===== config.mk =====
export PLATFORM = sky130hd
export DESIGN_NAME = floor_logic_top
export DESIGN_NICKNAME = d
export VERILOG_FILES = /design/src/logic/floor_logic_pkg.sv /design/src/logic/request_latch.sv /design/src/logic/request_queue.sv /design/src/logic/dispatch_control.sv /design/src/logic/floor_logic_top.sv
export VERILOG_INCLUDE_DIRS = /design/src /design/src/include
export SDC_FILE = /design/constraint.sdc
export NUM_CORES = 1
export LEC_CHECK = 0
export ABC_AREA = 1
export BUFFER_PORTS_ARGS = -buffer_cell sky130_fd_sc_hd__buf_2
export CAP_MARGIN = 20
export CELL_PAD_IN_SITES_DETAIL_PLACEMENT = 1
export CELL_PAD_IN_SITES_GLOBAL_PLACEMENT = 1
export CORE_MARGIN = 2
export CORE_UTILIZATION = 46
export CTS_CLUSTER_DIAMETER = 40
export DETAILED_ROUTE_END_ITERATION = 7
export PLACE_DENSITY = 0.86
export SETUP_SLACK_MARGIN = 0.15
export SLEW_MARGIN = 40
export SYNTH_ARGS = -nofsm -noshare
export SYNTH_HDL_FRONTEND = slang
export SYNTH_SLANG_ARGS = --single-unit

===== constraint.sdc =====
create_clock -name clock -period 7.15 [get_ports clock]
set_clock_uncertainty 0.05 [all_clocks]
set_input_delay 0.3575 -clock clock [delete_from_list [all_inputs] [get_ports clock]]
set_output_delay 0.3575 -clock clock [all_outputs]
set_load 0.005 [all_outputs]

===== src/include/floor_logic_defines.svh =====
`ifndef FLOOR_LOGIC_DEFINES_SVH
`define FLOOR_LOGIC_DEFINES_SVH

// Building served by the car
`define NUM_FLOORS 11

// Enough bits to index every floor
`define FLOOR_W 4

// One slot per floor, so the queue cannot overflow
`define QUEUE_DEPTH 11

`endif


===== src/logic/floor_logic_pkg.sv =====
`include "floor_logic_defines.svh"

package floor_logic_pkg;

    ////////////////////////////////////////
    // Basic floor types
    ////////////////////////////////////////

    typedef logic [`FLOOR_W-1:0] floor_t;

    // One bit per floor, used for buttons and lights alike
    typedef logic [`NUM_FLOORS-1:0] button_vec_t;

    // Which button group produced a request
    typedef enum logic {
        PANEL = 1'b0,
        CALL  = 1'b1
    } request_source_e;

    typedef enum logic [1:0] {
        IDLE    = 2'd0,
        TRAVEL  = 2'd1,
        RELEASE = 2'd2
    } dispatch_state_e;

    ////////////////////////////////////////
    // Bundles between the blocks
    ////////////////////////////////////////

    // Position report from the car
    typedef struct packed {
        floor_t floor;
        logic   stopped;
    } car_status_t;

    typedef struct packed {
        logic            valid;
        floor_t          floor;
        request_source_e source;
    } request_t;

    // Command towards the car
    typedef struct packed {
        logic   activate;
        logic   direction_up;
        floor_t target_floor;
    } dispatch_cmd_t;

    typedef struct packed {
        logic open_allowed;
        logic close_allowed;
    } door_permit_t;

endpackage


===== src/logic/request_latch.sv =====
`timescale 1ns/1ps
`include "floor_logic_defines.svh"

module request_latch (
    input  logic                          clock,
    input  logic                          reset_n,
    input  floor_logic_pkg::button_vec_t  panel_buttons,
    input  floor_logic_pkg::button_vec_t  call_buttons,
    input  floor_logic_pkg::car_status_t  car,
    input  logic                          flush,
    input  floor_logic_pkg::request_t     served,
    output floor_logic_pkg::button_vec_t  panel_lights,
    output floor_logic_pkg::button_vec_t  call_lights,
    output floor_logic_pkg::request_t     new_request
);
    import floor_logic_pkg::*;

    button_vec_t     car_mask;
    button_vec_t     panel_ok;
    button_vec_t     call_ok;
    logic            pick_valid;
    floor_t          pick_floor;
    request_source_e pick_source;
    logic            already_lit;
    button_vec_t     panel_next;
    button_vec_t     call_next;

    ////////////////////////////////////////
    // Acceptance scan
    ////////////////////////////////////////

    // Presses at the floor where the car stands are ignored
    assign car_mask = button_vec_t'(1) << car.floor;

    assign panel_ok = flush ? '0 : (panel_buttons & ~panel_lights & ~car_mask);
    assign call_ok  = flush ? '0 : (call_buttons & ~call_lights & ~car_mask);

    // Scan downwards so the lowest index wins, panel group last so it overrides call
    always_comb begin
        pick_valid  = 1'b0;
        pick_floor  = '0;
        pick_source = PANEL;
        for (int i = `NUM_FLOORS - 1; i >= 0; i--) begin
            if (call_ok[i]) begin
                pick_valid  = 1'b1;
                pick_floor  = floor_t'(i);
                pick_source = CALL;
            end
        end
        for (int i = `NUM_FLOORS - 1; i >= 0; i--) begin
            if (panel_ok[i]) begin
                pick_valid  = 1'b1;
                pick_floor  = floor_t'(i);
                pick_source = PANEL;
            end
        end
    end

    // A floor already lit in either group is already queued
    assign already_lit = panel_lights[pick_floor] | call_lights[pick_floor];

    always_comb begin
        new_request.valid  = pick_valid && !already_lit;
        new_request.floor  = pick_floor;
        new_request.source = pick_source;
    end

    ////////////////////////////////////////
    // Light registers
    ////////////////////////////////////////

    always_comb begin
        panel_next = panel_lights;
        call_next  = call_lights;
        // Served floor goes dark in both groups
        if (served.valid) begin
            panel_next[served.floor] = 1'b0;
            call_next[served.floor]  = 1'b0;
        end
        if (pick_valid) begin
            if (pick_source == PANEL) begin
                panel_next[pick_floor] = 1'b1;
            end else begin
                call_next[pick_floor] = 1'b1;
            end
        end
    end

    always_ff @(posedge clock or negedge reset_n) begin
        if (!reset_n) begin
            panel_lights <= '0;
            call_lights  <= '0;
        end else if (flush) begin
            panel_lights <= '0;
            call_lights  <= '0;
        end else begin
            panel_lights <= panel_next;
            call_lights  <= call_next;
        end
    end

endmodule


===== src/logic/request_queue.sv =====
`timescale 1ns/1ps
`include "floor_logic_defines.svh"

module request_queue #(
    parameter int depth = `QUEUE_DEPTH
) (
    input  logic                       clock,
    input  logic                       reset_n,
    input  floor_logic_pkg::request_t  new_request,
    input  floor_logic_pkg::request_t  served,
    input  logic                       flush,
    output floor_logic_pkg::request_t  head
);
    import floor_logic_pkg::*;

    localparam int ptr_w = (depth > 1) ? $clog2(depth) : 1;
    localparam int cnt_w = $clog2(depth + 1);

    floor_t          entry_floor [depth];
    request_source_e entry_source [depth];
    logic [ptr_w-1:0] rd_ptr;
    logic [ptr_w-1:0] wr_ptr;
    logic [cnt_w-1:0] count;
    logic             push;
    logic             pop;

    // Circular increment
    function automatic logic [ptr_w-1:0] next_ptr(input logic [ptr_w-1:0] ptr);
        if (ptr == ptr_w'(depth - 1)) begin
            return '0;
        end
        return ptr + 1'b1;
    endfunction

    assign push = new_request.valid;
    assign pop  = served.valid && (count != '0);

    ////////////////////////////////////////
    // Entry storage
    ////////////////////////////////////////

    always_ff @(posedge clock) begin
        if (push) begin
            entry_floor[wr_ptr]  <= new_request.floor;
            entry_source[wr_ptr] <= new_request.source;
        end
    end

    ////////////////////////////////////////
    // Pointers and occupancy
    ////////////////////////////////////////

    always_ff @(posedge clock or negedge reset_n) begin
        if (!reset_n) begin
            rd_ptr <= '0;
            wr_ptr <= '0;
            count  <= '0;
        end else if (flush) begin
            rd_ptr <= '0;
            wr_ptr <= '0;
            count  <= '0;
        end else begin
            if (push) begin
                wr_ptr <= next_ptr(wr_ptr);
            end
            if (pop) begin
                rd_ptr <= next_ptr(rd_ptr);
            end
            // Simultaneous push and pop leaves the count unchanged
            case ({push, pop})
                2'b10:   count <= count + 1'b1;
                2'b01:   count <= count - 1'b1;
                default: count <= count;
            endcase
        end
    end

    // Oldest pending floor
    always_comb begin
        head.valid  = (count != '0);
        head.floor  = entry_floor[rd_ptr];
        head.source = entry_source[rd_ptr];
    end

endmodule


===== src/logic/dispatch_control.sv =====
`timescale 1ns/1ps

module dispatch_control (
    input  logic                            clock,
    input  logic                            reset_n,
    input  logic                            power_switch,
    input  logic                            emergency_btn,
    input  logic                            door_open_btn,
    input  logic                            door_close_btn,
    input  floor_logic_pkg::car_status_t    car,
    input  floor_logic_pkg::request_t       head,
    output logic                            flush,
    output floor_logic_pkg::request_t       served,
    output floor_logic_pkg::dispatch_cmd_t  command,
    output floor_logic_pkg::door_permit_t   doors
);
    import floor_logic_pkg::*;

    dispatch_state_e state;
    dispatch_state_e state_next;
    logic            dispatch;
    logic            arrived;
    logic            car_idle;

    // Power loss or emergency drops every request
    assign flush = !power_switch || emergency_btn;

    ////////////////////////////////////////
    // Dispatch and arrival
    ////////////////////////////////////////

    // Only a standing car takes a new target
    assign dispatch = (state == IDLE) && head.valid && car.stopped;

    // End of travel is the car standing at the target
    assign arrived = (state == TRAVEL) && car.stopped &&
                     (car.floor == command.target_floor);

    always_comb begin
        state_next = state;
        if (flush) begin
            state_next = IDLE;
        end else begin
            case (state)
                IDLE: begin
                    if (dispatch) begin
                        state_next = TRAVEL;
                    end
                end
                TRAVEL: begin
                    if (arrived) begin
                        state_next = RELEASE;
                    end
                end
                RELEASE: begin
                    state_next = IDLE;
                end
                default: begin
                    state_next = IDLE;
                end
            endcase
        end
    end

    always_ff @(posedge clock or negedge reset_n) begin
        if (!reset_n) begin
            state <= IDLE;
        end else begin
            state <= state_next;
        end
    end

    // Target and direction are frozen for the whole trip
    always_ff @(posedge clock or negedge reset_n) begin
        if (!reset_n) begin
            command <= '0;
        end else if (flush) begin
            command.activate <= 1'b0;
        end else if (dispatch) begin
            command.activate     <= 1'b1;
            command.direction_up <= (head.floor > car.floor);
            command.target_floor <= head.floor;
        end else if (arrived) begin
            command.activate <= 1'b0;
        end
    end

    ////////////////////////////////////////
    // Served floor and doors
    ////////////////////////////////////////

    // One-cycle pulse that pops the head and clears its lights
    always_comb begin
        served.valid  = (state == RELEASE);
        served.floor  = head.floor;
        served.source = head.source;
    end

    assign car_idle = !flush && car.stopped && !command.activate;

    always_comb begin
        doors.open_allowed  = door_open_btn && car_idle;
        doors.close_allowed = door_close_btn && car_idle;
    end

endmodule


===== src/logic/floor_logic_top.sv =====
`timescale 1ns/1ps

module floor_logic_top (
    input  logic                            clock,
    input  logic                            reset_n,
    input  floor_logic_pkg::button_vec_t    panel_buttons,
    input  floor_logic_pkg::button_vec_t    call_buttons,
    input  logic                            door_open_btn,
    input  logic                            door_close_btn,
    input  logic                            emergency_btn,
    input  logic                            power_switch,
    input  floor_logic_pkg::car_status_t    car,
    output floor_logic_pkg::button_vec_t    panel_lights,
    output floor_logic_pkg::button_vec_t    call_lights,
    output floor_logic_pkg::dispatch_cmd_t  command,
    output floor_logic_pkg::door_permit_t   doors
);
    import floor_logic_pkg::*;

    logic     flush;
    request_t served;
    request_t new_request;
    request_t head;

    // Buttons to lights and new floors
    request_latch u_request_latch (
        .clock         (clock),
        .reset_n       (reset_n),
        .panel_buttons (panel_buttons),
        .call_buttons  (call_buttons),
        .car           (car),
        .flush         (flush),
        .served        (served),
        .panel_lights  (panel_lights),
        .call_lights   (call_lights),
        .new_request   (new_request)
    );

    // Pending floors in arrival order
    request_queue u_request_queue (
        .clock       (clock),
        .reset_n     (reset_n),
        .new_request (new_request),
        .served      (served),
        .flush       (flush),
        .head        (head)
    );

    dispatch_control u_dispatch_control (
        .clock          (clock),
        .reset_n        (reset_n),
        .power_switch   (power_switch),
        .emergency_btn  (emergency_btn),
        .door_open_btn  (door_open_btn),
        .door_close_btn (door_close_btn),
        .car            (car),
        .head           (head),
        .flush          (flush),
        .served         (served),
        .command        (command),
        .doors          (doors)
    );

endmodule


Word-level counts from Yosys, hierarchy flattened
Memory sizes are Yosys's and may differ from the RTL's.
Index checks and enable logic that the tools add are counted.
- flip-flop bits (word level): 42
- bits in writable memories: 44
- output and inout bits: 30
- word-level logic and storage cells: 166
- memories: 1
- memory list (name ; depth ; bits a word ; rd ports ; clocked after memory_dff ; write ports ; line ; RTL):
    u_request_queue.entry_floor ; 11 ; 4 ; 1 ; 0 ; 1 ; request_queue.sv:19 ; floor_t entry_floor [depth];
- add/subtract/negate cells: 4
- magnitude comparators: 5
- eq/ne operators: 9
- shifts and indexed selects: 1
- muxes and demuxes: 98
- bitwise gates (word level): 14
- reductions and logical operators: 25
- operators with widths (cell ; number):
    $mux W4 ; 31
    $mux W11 ; 10
    $and A11 B11 Y11 ; 6
    $mux W1 ; 48
    $not A11 Y11 ; 4
    $or A11 B11 Y11 ; 2
    $add A4 B1 Y4 const B ; 3
    $logic_and A1 B1 Y1 ; 12
    $shl A1 B4 Y11 const A ; 1
    $lt A4 B5 Y1 const B ; 2
    $bmux W1 S4 ; 2
    $demux W1 S4 ; 2
    $eq A4 B4 Y1 const B ; 2
    $ge A4 B1 Y1 const B ; 2
    $pmux W4 S2 ; 1
    $mux W2 ; 3
    $ne A3 B1 Y1 const B ; 2
    $reduce_bool A3 Y1 ; 2
    $eq A2 B1 Y1 const B ; 2
    $eq A2 B2 Y1 const B ; 2
    $eq A4 B4 Y1 ; 1
    $gt A4 B4 Y1 ; 1
    $logic_not A1 Y1 ; 4
    $pmux W2 S2 ; 1
    8 further kinds ; 10

Depth between registers and ports, before layout
Gate-level depths: netlist of run 1.
- depth in word-level cells: 36
- gate-level depth with buffers: 40
- gate-level depth less buffers: 38

Modules after synthesis
Synthesis of run 1 repeated with hierarchy kept, for this count alone.
- cells, all modules: 657
- area total of the unflattened synthesis: 5405.2 µm²
- by module, submodules not included (module ; instances ; cells each ; area an instance (µm²) ; seq. area each (µm²)):
    request_queue ; 1 ; 266 ; 2949.1 ; 1951.9
    request_latch ; 1 ; 308 ; 1860.5 ; 550.5
    dispatch_control ; 1 ; 83 ; 595.6 ; 200.2

Least setup slack after synthesis of run 1
OpenSTA, ideal clock, no wires.
- kind: input to register
- start: in power_switch
- end: reg u_request_queue.count[3]
- data arrival time: 3.577 ns
- required time: 6.980 ns
- path slack: 3.403 ns
- cell stages on the path: 23
- buffers on the path: 3
- cell sequence: inv_2 nor2_8 buf_2 buf_2 nand4_1 nand2_1 nor2_1 nand2_1 a21oi_1 inv_1 nand2_1 nor2_1 nor2_2 nand3_2 buf_6 ha_1 ha_1 a21oi_1 nand2_1 a21oi_1 o21ai_0 o211ai_1 inv_1
- RTL lines (what ; line ; RTL):
    start, declared ; floor_logic_top.sv:11 ; input logic power_switch,
    end signal, assigned ; request_queue.sv:71 ; 2'b10: count <= count + 1'b1;
    end signal, assigned ; request_queue.sv:72 ; 2'b01: count <= count - 1'b1;
    end signal, assigned ; request_queue.sv:73 ; default: count <= count;
    end, declared ; request_queue.sv:23 ; logic [cnt_w-1:0] count;

==> results.ini, run 1 <==
[status]
status=completed

[sta]
finalCriticalPeriod_ns=4.69
slew_headroom_pct=48.7
fmax_mhz=213
timing.setup.tns_ns=0
rsz0062_at_grt=false
setup_viol=0
finalHoldViolations=0
period_share_pct=65.6
worst_pin_slew_ns=0.763
drv_slew=0

[floorplan]
die_y_um=107
num_io_pins=63
die_area_um2=11500
initial_core_util_pct=47.5
die_w_um=107
rows=37
core_area_um2=10300

[synth]
yosys-top-cells-count=nand2_1 (155), nor2_1 (90), inv_1 (70), edfxtp_1 (44), dfrtp_1 (42)
synth.most_common_cell=nand2_1
syn-num-nets=662
synth_top_area_share_pct=26.9
yosys_warnings=0
synth_area_leaders=edfxtp_1 (27%), dfrtp_1 (21%), nand2_1 (12%)
ys_ff_latch=86
syn-instance-count=619
syn_avg_cell_area_um2=7.93
synth_edf_count=44
synthArstFlopShare_pct=48.8
synth_ff_type=edfxtp_1
ys_types=41
ys_seq_area_share_pct=48.4
synth_area_um2=4910
yosysTopAreaCell=edfxtp_1

[worst_setup_path]
crit_required_ns=7.35
reg2reg_slack_ns=2.47
crit_start=emergency_btn
crit_arrival_ns=4.90
crit_path_max_fanout=37
critPathSlowestCell=nor2_8
cp_slowest_stage_delay_ns=0.41
r2r_end=u_request_queue.count[3]$_DFFE_PN0P_
cp_common_cell=nand2_1
crit_type=in -> reg
r2r-start=u_request_latch.call_lights[9]$_DFF_PN0_
cp-endpoint=u_request_queue.count[3]$_DFFE_PN0P_
crit_path_start_kind=primary input
cp-end-kind=register
ff2ff_path_depth=36

[global_route]
antenna_found_initial=0
grt_pass1_wl_um=24500
grt_usage_pct=28.3
grt_start_max_net_pins=43
first_global_vias=4823
grt-ovfl-total=0

[route]
drt-total-wl_um=15500
ant_nets=0
drt-initial-drc-count=237
drc=0
firstDrtPassIters=6
route.vias.total=4572
wl_per_cell_um=18.9
vias_per_cell=5.58

[flow_run]
max-cap-violations=0

[finish]
drive_gt1_share_pct=14.2
final_cells=819
n_fill_cell=1302
multiInputGateArea_um2=2190
syn2layout_area_growth_pct=12.4
fin_util_pct=53.4
diodes=0
nets=721
seqCellArea_um2=2370

[pwr]
p_int_w=0.000768
swShare_pct=33.6
leakagePower_nw=2.58
clkPwrFrac_pct=26.1
finalPower_w=0.00116
p_comb_share_pct=23.7
vdd.ir_drop.worst_uv=133
p_switching_w=0.000389
power_density_nw_per_um2=210
seqPwrFrac_pct=50.2

[clock_network]
numClockSinks=86
cts_tree=built
post_cts_buffers=0
clkSlewWorstSetupHoldPaths_ns=0.08
cts-buffers-inserted=9
cts_htree_levels=3
cts_root_buf=clkbuf_8
clock_latency_ns=0.37
clock_path_buffers=2

[placement]
portBuffers=62
hpwl_um=11800
dp_cells=802
globalplace.congestion=0.915

[worst_hold_path]
hold_start=emergency_btn
worstHoldPathType=in -> reg

-- state kept, by name, indices dropped and copies added (netlist names) --
| name | count |
|---|---|
| u_dispatch_control.state | 2 |
| u_request_queue.rd_ptr | 4 |
| u_request_latch.panel_lights | 11 |
| u_dispatch_control.command | 6 |
| u_request_latch.call_lights | 11 |
| u_request_queue.entry_floor | 44 |
| u_request_queue.count | 4 |
| u_request_queue.wr_ptr | 4 |
-- routing by layer --
metal	vias to the layer above	GRT usage (%)	share of wire [%]
li1	2190	-	-
met1	2232	33.4	41
met2	116	50.2	51
met3	34	4.12	4.2
met4	0	13.6	3.1
met5	-	0	0
-- worst min-delay path by stage --
stage                                                end  slack [ns]  depth (start not counted)
6_report            u_request_queue.count[2]$_DFFE_PN0P_        0.39                          4
5_1_grt             u_request_queue.count[2]$_DFFE_PN0P_        0.41                          4
4_1_cts             u_request_queue.count[2]$_DFFE_PN0P_        0.38                          4
3_5_place_dp   u_dispatch_control.command[0]$_DFFE_PN0P_        0.34                          1
3_3_place_gp     u_dispatch_control.state[1]$_DFFE_PN0P_        0.42                          1
2_1_floorplan  u_dispatch_control.command[0]$_DFFE_PN0P_        0.01                          0
-- metrics by stage --
stage	worst slack, ns	hold slack, ns	area (µm²)
floorplan	3.40	0.0119	4910
global placement	2.51	0.416	5320
detailed placement	2.13	0.342	5330
CTS	2.49	0.375	5500
global route	1.88	0.410	5510
finish	2.46	0.395	5510
-- cell usage in the layout, fill, tap and decap left out, drive strengths merged, types with 2 or more instances in the layout --
cell        n
nand2     159
nor2       93
inv        72
buf        65
edfxtp     44
dfrtp      42
a21oi      36
nand3      36
o21ai      33
nand4      26
clkbuf     12
nor3       10
ha          9
o22ai       7
nor4        4
o211ai      4
or2         4
a31oi       3
xnor2       3
xor2        3
o2111ai     2
o221ai      2
a311oi      2
a22oi       2
clkinv      2
clkinvlp    2
-- layout make-up --
class	instances	area share (%)
inverters	72	4.90
clock inverters	4	0.454
flip-flops and latches	86	43.0
multi-input cells	443	39.8
clock buffers	12	2.45
repair buffers	66	6.26
well taps	136	3.09
-- power groups by stage --
stage / combinational [W] / sequential (W) / clock [W]
3_3_place_gp: 0.000255 / 0.000589 / 0
6_report: 0.000274 / 0.000581 / 0.000302
4_1_cts: 0.000269 / 0.000581 / 0.000308
3_5_place_dp: 0.000266 / 0.000592 / 0
2_1_floorplan: 0.000168 / 0.000589 / 0
5_1_grt: 0.000306 / 0.000585 / 0.000322
-- logic make-up (layout without fill, tap and decap cells) --
family                   after synthesis  in the layout  share of synthesized area, %
buffers and inverters                 90            154                          7.27
multiplexers                           1              1                         0.204
XOR/XNOR                               6              6                          1.07
AND/OR/NAND/NOR                      334            334                          29.8
AO/OA/AOI/OAI                         92             92                          10.6
flip-flops                            86             86                          48.4
adder cells (fa/ha/maj)               10             10                          2.70
-- what timing repair did --
item,in CTS,in global routing
endpoints found under the hold margin,42,0
gates resized for setup,0,0
hold buffers,1,0
-- worst max-delay path, delay by kind of cell --
kind,cells,cell delay [ns]
simple gates,28,2.75
buf+inv,3,0.53
fa+ha+maj,2,0.70
compound gates,4,0.51
No activity file was read; power rests on OpenSTA's default activity.
==> run 2: changes to the inputs <==
--- a/config.mk
+++ b/config.mk
@@ -6,7 +6,7 @@
 export SDC_FILE = /design/constraint.sdc
 export NUM_CORES = 1
 export LEC_CHECK = 0
-export ABC_AREA = 1
+export ABC_AREA = 0
 export BUFFER_PORTS_ARGS = -buffer_cell sky130_fd_sc_hd__buf_2
 export CAP_MARGIN = 20
 export CELL_PAD_IN_SITES_DETAIL_PLACEMENT = 1
@@ -15,7 +15,7 @@
 export CORE_UTILIZATION = 46
 export CTS_CLUSTER_DIAMETER = 40
 export DETAILED_ROUTE_END_ITERATION = 7
-export PLACE_DENSITY = 0.86
+export PLACE_DENSITY = 0.81
 export SETUP_SLACK_MARGIN = 0.15
 export SLEW_MARGIN = 40
 export SYNTH_ARGS = -nofsm -noshare
==> constraint.sdc (replaced) <==
create_clock -name clock -period 4.51 [get_ports clock]
set_clock_uncertainty 0.05 [all_clocks]
set_input_delay 0.2255 -clock clock [delete_from_list [all_inputs] [get_ports clock]]
set_output_delay 0.2255 -clock clock [all_outputs]
set_load 0.005 [all_outputs]
==> run 2 against run 1 <==
  * Sequential power rose by 59%
  * Critical path depth fell by 22
  * Non-clock buffer count rose by 17
  * Clock power rose by 63%
  * Utilization rose by 1.1 points
  * Via count fell by 11%
  * Final cell count fell by 19%
  * Routed wire length fell by 1.5%
  * Final area rose by 2.1%
==> results.ini, run 2 <==
[clock_network]
numClockSinks=86  ; unchanged
clkSlewWorstSetupHoldPaths_ns=0.09  ; about the same
clock_path_buffers=2  ; unchanged
clock_latency_ns=0.37  ; about the same
cts_root_buf=clkbuf_8
cts_tree=built
cts_htree_levels=3  ; unchanged
cts-buffers-inserted=9  ; unchanged

[floorplan]
die_w_um=107  ; -0.18%
num_io_pins=63  ; unchanged
rows=37  ; unchanged
initial_core_util_pct=47.3  ; -0.18 points
core_area_um2=10300  ; unchanged
die_y_um=107  ; -0.18%
die_area_um2=11500  ; -0.36%

[worst_setup_path]
cp-end-kind=register
crit_required_ns=4.75  ; -2.60 ns
crit_arrival_ns=4.40  ; -0.50 ns
ff2ff_path_depth=15  ; -58%
crit_type=reg -> reg
r2r-start=u_request_latch.call_lights[6]$_DFF_PN0_
crit_path_start_kind=register
r2r_end=u_request_queue.count[3]$_DFFE_PN0P_
reg2reg_slack_ns=0.36  ; -2.11 ns
crit_path_max_fanout=5  ; -86%

[global_route]
grt_usage_pct=28.3  ; +0.042 points
antenna_found_initial=0  ; unchanged
grt-ovfl-total=0  ; unchanged
grt_start_max_net_pins=43  ; unchanged
grt_pass1_wl_um=24400  ; -0.67%
first_global_vias=4365  ; -9.5%

[sta]
timing.setup.tns_ns=0  ; unchanged
fmax_mhz=241
period_share_pct=92.1
fin_ws_ns=0.358  ; -2.10 ns
setup_viol=0  ; unchanged
drv_slew=0  ; unchanged
whs_ns=0.262  ; -0.133 ns
worst_pin_slew_ns=0.721  ; -0.0423 ns
slew_headroom_pct=51.6  ; +2.8 points
finalCriticalPeriod_ns=4.15
rsz0062_at_grt=false
finalHoldViolations=0  ; unchanged

[pwr]
p_int_w=0.00127  ; +65%
swShare_pct=32.5  ; -1.2 points
p_switching_w=0.000610  ; +57%
seqPwrFrac_pct=49.2  ; -1.0 points
clkPwrFrac_pct=26.1  ; about the same
leakagePower_nw=2.26  ; -12%
p_comb_share_pct=24.7  ; +1.0 points
vdd.ir_drop.worst_uv=227  ; +70%
power_density_nw_per_um2=334  ; +59%

[worst_hold_path]
holdPathStages=5  ; +1
min_to=u_dispatch_control.state[1]$_DFFE_PN0P_
hold_start=car[0]
worstHoldPathType=in -> reg

[finish]
final_cells=662  ; -19%
syn2layout_area_growth_pct=15.2
layout_common_cells=buf_2 (61), nor2_1 (54), edfxtp_1 (44)
reg_top3=u_request_queue.entry_floor (44), u_request_latch.call_lights (11), u_request_latch.panel_lights (11)
final_common_cell=buf_2
drive_gt1_share_pct=26.6  ; +12 points
regMostFlops=u_request_queue.entry_floor
nets=564  ; -22%
diodes=0  ; unchanged
final_area_um2=5630  ; +2.1%
largest_reg_flops=44  ; unchanged

[synth]
synth_edf_count=44  ; unchanged
syn-num-nets=490  ; -26%
synth_ff_type=edfxtp_1
yosysTopAreaCell=edfxtp_1
yosys_warnings=0  ; unchanged
syn-instance-count=447  ; -28%
synth_area_um2=4890  ; -0.38%
ys_seq_area_share_pct=48.5  ; +0.19 points
ys_types=69  ; +68%
syn_avg_cell_area_um2=10.9  ; +38%
synth_top_area_share_pct=27.0  ; +0.10 points
ys_ff_latch=86  ; unchanged
synthArstFlopShare_pct=48.8  ; unchanged
yosys-top-cells-count=nor2_1 (54), edfxtp_1 (44), dfrtp_1 (42), nand2_1 (26), a22oi_1 (22)
synth_area_leaders=edfxtp_1 (27%), dfrtp_1 (22%), nor2_1 (4.1%)
synth.most_common_cell=nor2_1

[placement]
dp_cells=645  ; -20%
place_ws_ns=0.174  ; -1.96 ns
portBuffers=62  ; unchanged
placement.cell_area_um2=5430  ; +2.0%
hpwl_um=11700  ; -0.79%
globalplace.congestion=0.988  ; +8.0%

[route]
route.vias.total=4059  ; -11%
drt-initial-drc-count=311  ; +31%
firstDrtPassIters=4  ; -2
drc=0  ; unchanged
wl_per_cell_um=23.0  ; +22%
vias_per_cell=6.13  ; +9.8%
drt-total-wl_um=15200  ; -1.5%
ant_nets=0  ; unchanged

[status]
status=completed

[flow_run]
max-cap-violations=0  ; unchanged

run 2: layout make-up:
type                       instances  area [µm²]
clock buffer                       9         124
clock inverter                     7        47.5
fill                            1146        4690
inverter                          12        45.0
multi-input combinational        329        2380
sequential                        86        2370
tap                              136         170
timing repair buffer              83         485
run 2: critical path: stages (launching register included):
cell and delay, ns:
dfrtp_1 0.49, nor4b_2 0.45, nor2_1 0.08, a21o_1 0.25, a2111o_1 0.51, a211o_1 0.29
a31oi_1 0.24, a32o_2 0.22, nand2_2 0.09, ha_1 0.21, buf_4 0.16, ha_1 0.30
a21oi_1 0.18, xor2_1 0.11, or3_1 0.31, a21oi_1 0.14
run 2: through the flow:
step	power, W	util (%)
after floorplan	0.00122	-
after global placement	0.00137	52.6
after detailed placement	0.00140	52.6
after CTS	0.00189	54.4
after global routing	0.00197	54.5
final	0.00188	54.5
run 2: routing by layer:
metal / global-route usage, % / share of wire [%]
met1: 37.6 / 44
met5: 0 / 0
met4: 7.88 / 1.8
met2: 47.3 / 49
met3: 5.53 / 4.5
run 2: how the worst max path moves through the flow:
| stage | start | to | cells past startpoint |
|---|---|---|---|
| CTS | u_request_latch.panel_lights[4]$_DFF_PN0_ | u_request_queue.count[3]$_DFFE_PN0P_ | 15 |
| detailed placement | car[2] | u_request_queue.count[3]$_DFFE_PN0P_ | 17 |
| finish | u_request_latch.call_lights[6]$_DFF_PN0_ | u_request_queue.count[3]$_DFFE_PN0P_ | 15 |
| global placement | power_switch | u_request_queue.count[3]$_DFFE_PN0P_ | 18 |
| global route | u_request_latch.call_lights[6]$_DFF_PN0_ | u_request_queue.count[3]$_DFFE_PN0P_ | 15 |
| floorplan | car[1] | u_request_queue.count[3]$_DFFE_PN0P_ | 18 |
run 2: power groups by stage:
stage / Sequential, W / Combinational (W) / Clock (W)
CTS: 0.000925 / 0.000460 / 0.000503
floorplan: 0.000933 / 0.000287 / 0
finish: 0.000925 / 0.000465 / 0.000492
global placement: 0.000937 / 0.000434 / 0
detailed placement: 0.000942 / 0.000454 / 0
global route: 0.000931 / 0.000514 / 0.000528
run 2: logic make-up (layout without fill, tap and decap cells):
| family | after synthesis | count (layout) | share of synthesized area (%) |
|---|---|---|---|
| AND/OR/NAND/NOR | 196 | 196 | 24.6 |
| adder cells (fa/ha/maj) | 10 | 10 | 2.71 |
| flip-flops | 86 | 86 | 48.5 |
| XOR/XNOR | 7 | 7 | 1.25 |
| multiplexers | 23 | 23 | 6.89 |
| buffers and inverters | 32 | 111 | 3.05 |
| AO/OA/AOI/OAI | 93 | 93 | 12.9 |
run 2: timing repair:
item | 4_1_cts | 5_1_grt
setup buffers | 0 | 0
setup endpoints to repair | 0 | 1
endpoints found under the hold margin | 42 | 0
gates resized for setup | 0 | 2
hold buffers | 1 | 0
==> run 3: changes to the inputs <==
--- a/config.mk
+++ b/config.mk
@@ -12,10 +12,10 @@
 export CELL_PAD_IN_SITES_DETAIL_PLACEMENT = 1
 export CELL_PAD_IN_SITES_GLOBAL_PLACEMENT = 1
 export CORE_MARGIN = 2
-export CORE_UTILIZATION = 46
+export CORE_UTILIZATION = 50
 export CTS_CLUSTER_DIAMETER = 40
 export DETAILED_ROUTE_END_ITERATION = 7
-export PLACE_DENSITY = 0.81
+export PLACE_DENSITY = 0.87
 export SETUP_SLACK_MARGIN = 0.15
 export SLEW_MARGIN = 40
 export SYNTH_ARGS = -nofsm -noshare
==> constraint.sdc (replaced) <==
create_clock -name clock -period 4.8 [get_ports clock]
set_clock_uncertainty 0.05 [all_clocks]
set_input_delay 0.24 -clock clock [delete_from_list [all_inputs] [get_ports clock]]
set_output_delay 0.24 -clock clock [all_outputs]
set_load 0.005 [all_outputs]
==> run 3 against run 2 <==
  * Utilization increased by 2.7 points
  * Count of clock-buffer cells in the layout unchanged
  * Largest cell class unchanged
  * Critical path depth unchanged
  * Die area decreased by 7.7%
  * Clock power decreased by 3%
  * Final cell count decreased by 2.6%
  * First-iteration DRC count increased by 2.9%
  * Fmax decreased by 3.0%
==> results.ini, run 3 (synthesis results as in run 2) <==
[global_route]
grt_pass1_wl_um=23100  ; -5.0%
grt-ovfl-total=0  ; unchanged
first_global_vias=4242  ; -2.8%
grt_start_max_net_pins=43  ; unchanged
antenna_found_initial=0  ; unchanged
grt_usage_pct=29.1  ; +0.82 points

[floorplan]
initial_core_util_pct=50.7  ; +3.4 points
rows=36  ; -2.7%
core_area_um2=9640  ; -6.6%
num_io_pins=63  ; unchanged
die_w_um=103  ; -3.9%
die_y_um=103  ; -3.9%
die_area_um2=10600  ; -7.7%

[pwr]
leakagePower_nw=2.19  ; -3.2%
vdd.ir_drop.worst_uv=212  ; -6.6%
power_density_nw_per_um2=322  ; -3.7%

[route]
vias_per_cell=6.37  ; +3.8%
ant_nets=0  ; unchanged
drt-initial-drc-count=320  ; +2.9%
wl_per_cell_um=22.8  ; -0.96%
route.vias.total=4107  ; +1.2%
firstDrtPassIters=5  ; +1
drt-total-wl_um=14700  ; -3.5%
drc=0  ; unchanged

[clock_network]
cts_root_buf=clkbuf_8
cts-buffers-inserted=9  ; unchanged
numClockSinks=86  ; unchanged
cts_tree=built
cts_htree_levels=3  ; unchanged
post_cts_buffers=0  ; unchanged
clock_latency_ns=0.37  ; about the same
clkSlewWorstSetupHoldPaths_ns=0.10  ; about the same
clock_path_buffers=2  ; unchanged
postCtsHoldBufs=1  ; unchanged
post_cts_resized=0  ; unchanged

[placement]
placement.cell_area_um2=5320  ; -2.1%
portBuffers=62  ; unchanged
hpwl_um=11200  ; -4.3%
place_ws_ns=0.215  ; +0.0411 ns
globalplace.congestion=0.858  ; -13%

[sta]
worst_pin_slew_ns=0.825  ; +0.104 ns
fin_ws_ns=0.518  ; +0.160 ns
rsz0062_at_grt=false
slew_headroom_pct=44.6  ; -7.0 points
finalHoldViolations=0  ; unchanged
period_share_pct=89.2  ; -2.9 points
drv_slew=0  ; unchanged
timing.setup.tns_ns=0  ; unchanged
finalCriticalPeriod_ns=4.28  ; +0.130 ns
fmax_mhz=234  ; -3.0%
setup_viol=0  ; unchanged

[worst_setup_path]
crit_type=reg -> reg
cp-end-kind=register
crit_required_ns=5.05  ; +0.30 ns
reg2reg_slack_ns=0.52  ; +0.16 ns
r2r_end=u_request_queue.count[3]$_DFFE_PN0P_
r2r-start=u_request_latch.panel_lights[4]$_DFF_PN0_
crit_arrival_ns=4.53  ; +0.13 ns
crit_path_max_fanout=6  ; +1
crit_path_start_kind=register
ff2ff_path_depth=15  ; unchanged

[worst_hold_path]
min_to=u_request_latch.panel_lights[0]$_DFF_PN0_
holdPathStages=5  ; unchanged
worstHoldPathType=in -> reg
hold_start=panel_buttons[0]

[finish]
final_common_cell=buf_2
diodes=0  ; unchanged
reg_top3=u_request_queue.entry_floor (44), u_request_latch.call_lights (11), u_request_latch.panel_lights (11)
syn2layout_area_growth_pct=12.8
largest_reg_flops=44  ; unchanged
regMostFlops=u_request_queue.entry_floor
nets=550  ; -2.5%
drive_gt1_share_pct=24.4  ; -2.2 points
layout_common_cells=buf_2 (61), nor2_1 (54), edfxtp_1 (44)
final_area_um2=5510  ; -2.1%

[status]
status=completed

[flow_run]
max-cap-violations=0  ; unchanged

## run 3: worst max-delay path by stage
stage                                         startpoint                                    to  slack (ns)  cells past startpoint
3_3_place_gp                               emergency_btn  u_request_queue.count[3]$_DFFE_PN0P_        0.52                     17
5_1_grt        u_request_latch.panel_lights[4]$_DFF_PN0_  u_request_queue.count[3]$_DFFE_PN0P_        0.32                     15
2_1_floorplan                                     car[1]  u_request_queue.count[3]$_DFFE_PN0P_        0.71                     18
3_5_place_dp                               emergency_btn  u_request_queue.count[3]$_DFFE_PN0P_        0.21                     17
6_report       u_request_latch.panel_lights[4]$_DFF_PN0_  u_request_queue.count[3]$_DFFE_PN0P_        0.52                     15
4_1_cts        u_request_latch.panel_lights[4]$_DFF_PN0_  u_request_queue.count[3]$_DFFE_PN0P_        0.56                     15
## run 3: cell type report
class                      instances  area (µm²)
clock buffer                       9         124
inverter                          12        45.0
sequential                        86        2370
clock inverter                     7        56.3
multi-input combinational        329        2380
timing repair buffer              69         368
fill                            1083        4130
tap                              133         166
## run 3: routing by layer
metal  global-route usage [%]  vias to the layer above  share of wire, %
met5                        0                        -                 0
met4                     8.60                        0               1.8
met3                     4.81                       29               5.2
met2                     48.3                      160                49
met1                     39.7                     2089                44
li1                         -                     1829                 -
## run 3: worst max-delay path, cell delays in order, from the launching register on
cell and delay (ns):
dfrtp_1 0.49, or4b_2 0.76, nand3_1 0.12, nand3b_1 0.11, o21ai_1 0.34, or2_1 0.27, o311ai_1 0.15, a32o_2 0.34
nand2_2 0.10, ha_1 0.26, ha_1 0.28, a21o_1 0.18, a21oi_1 0.18, xor2_1 0.11, or3_1 0.31, a21oi_1 0.14
## run 3: where the power goes
part	total (W)	leakage (nW)	internal [W]	switching, W
logic	0.000425	1.12	0.000160	0.000265
clock network	0.000477	0.0858	0.000194	0.000283
registers	0.000872	0.984	0.000835	0.0000369
total	0.00177	2.19	0.00119	0.000585
## run 3: metrics by stage
stage                     std cells  power [W]  utilization, %  hold WS, ns
after floorplan                 447    0.00115               -       -0.106
after global placement          628    0.00127            55.1        0.361
after detailed placement        628    0.00131            55.2        0.207
after CTS                       645    0.00178            57.1        0.259
after global routing            645    0.00185            57.2        0.304
final                           645    0.00177            57.2        0.260
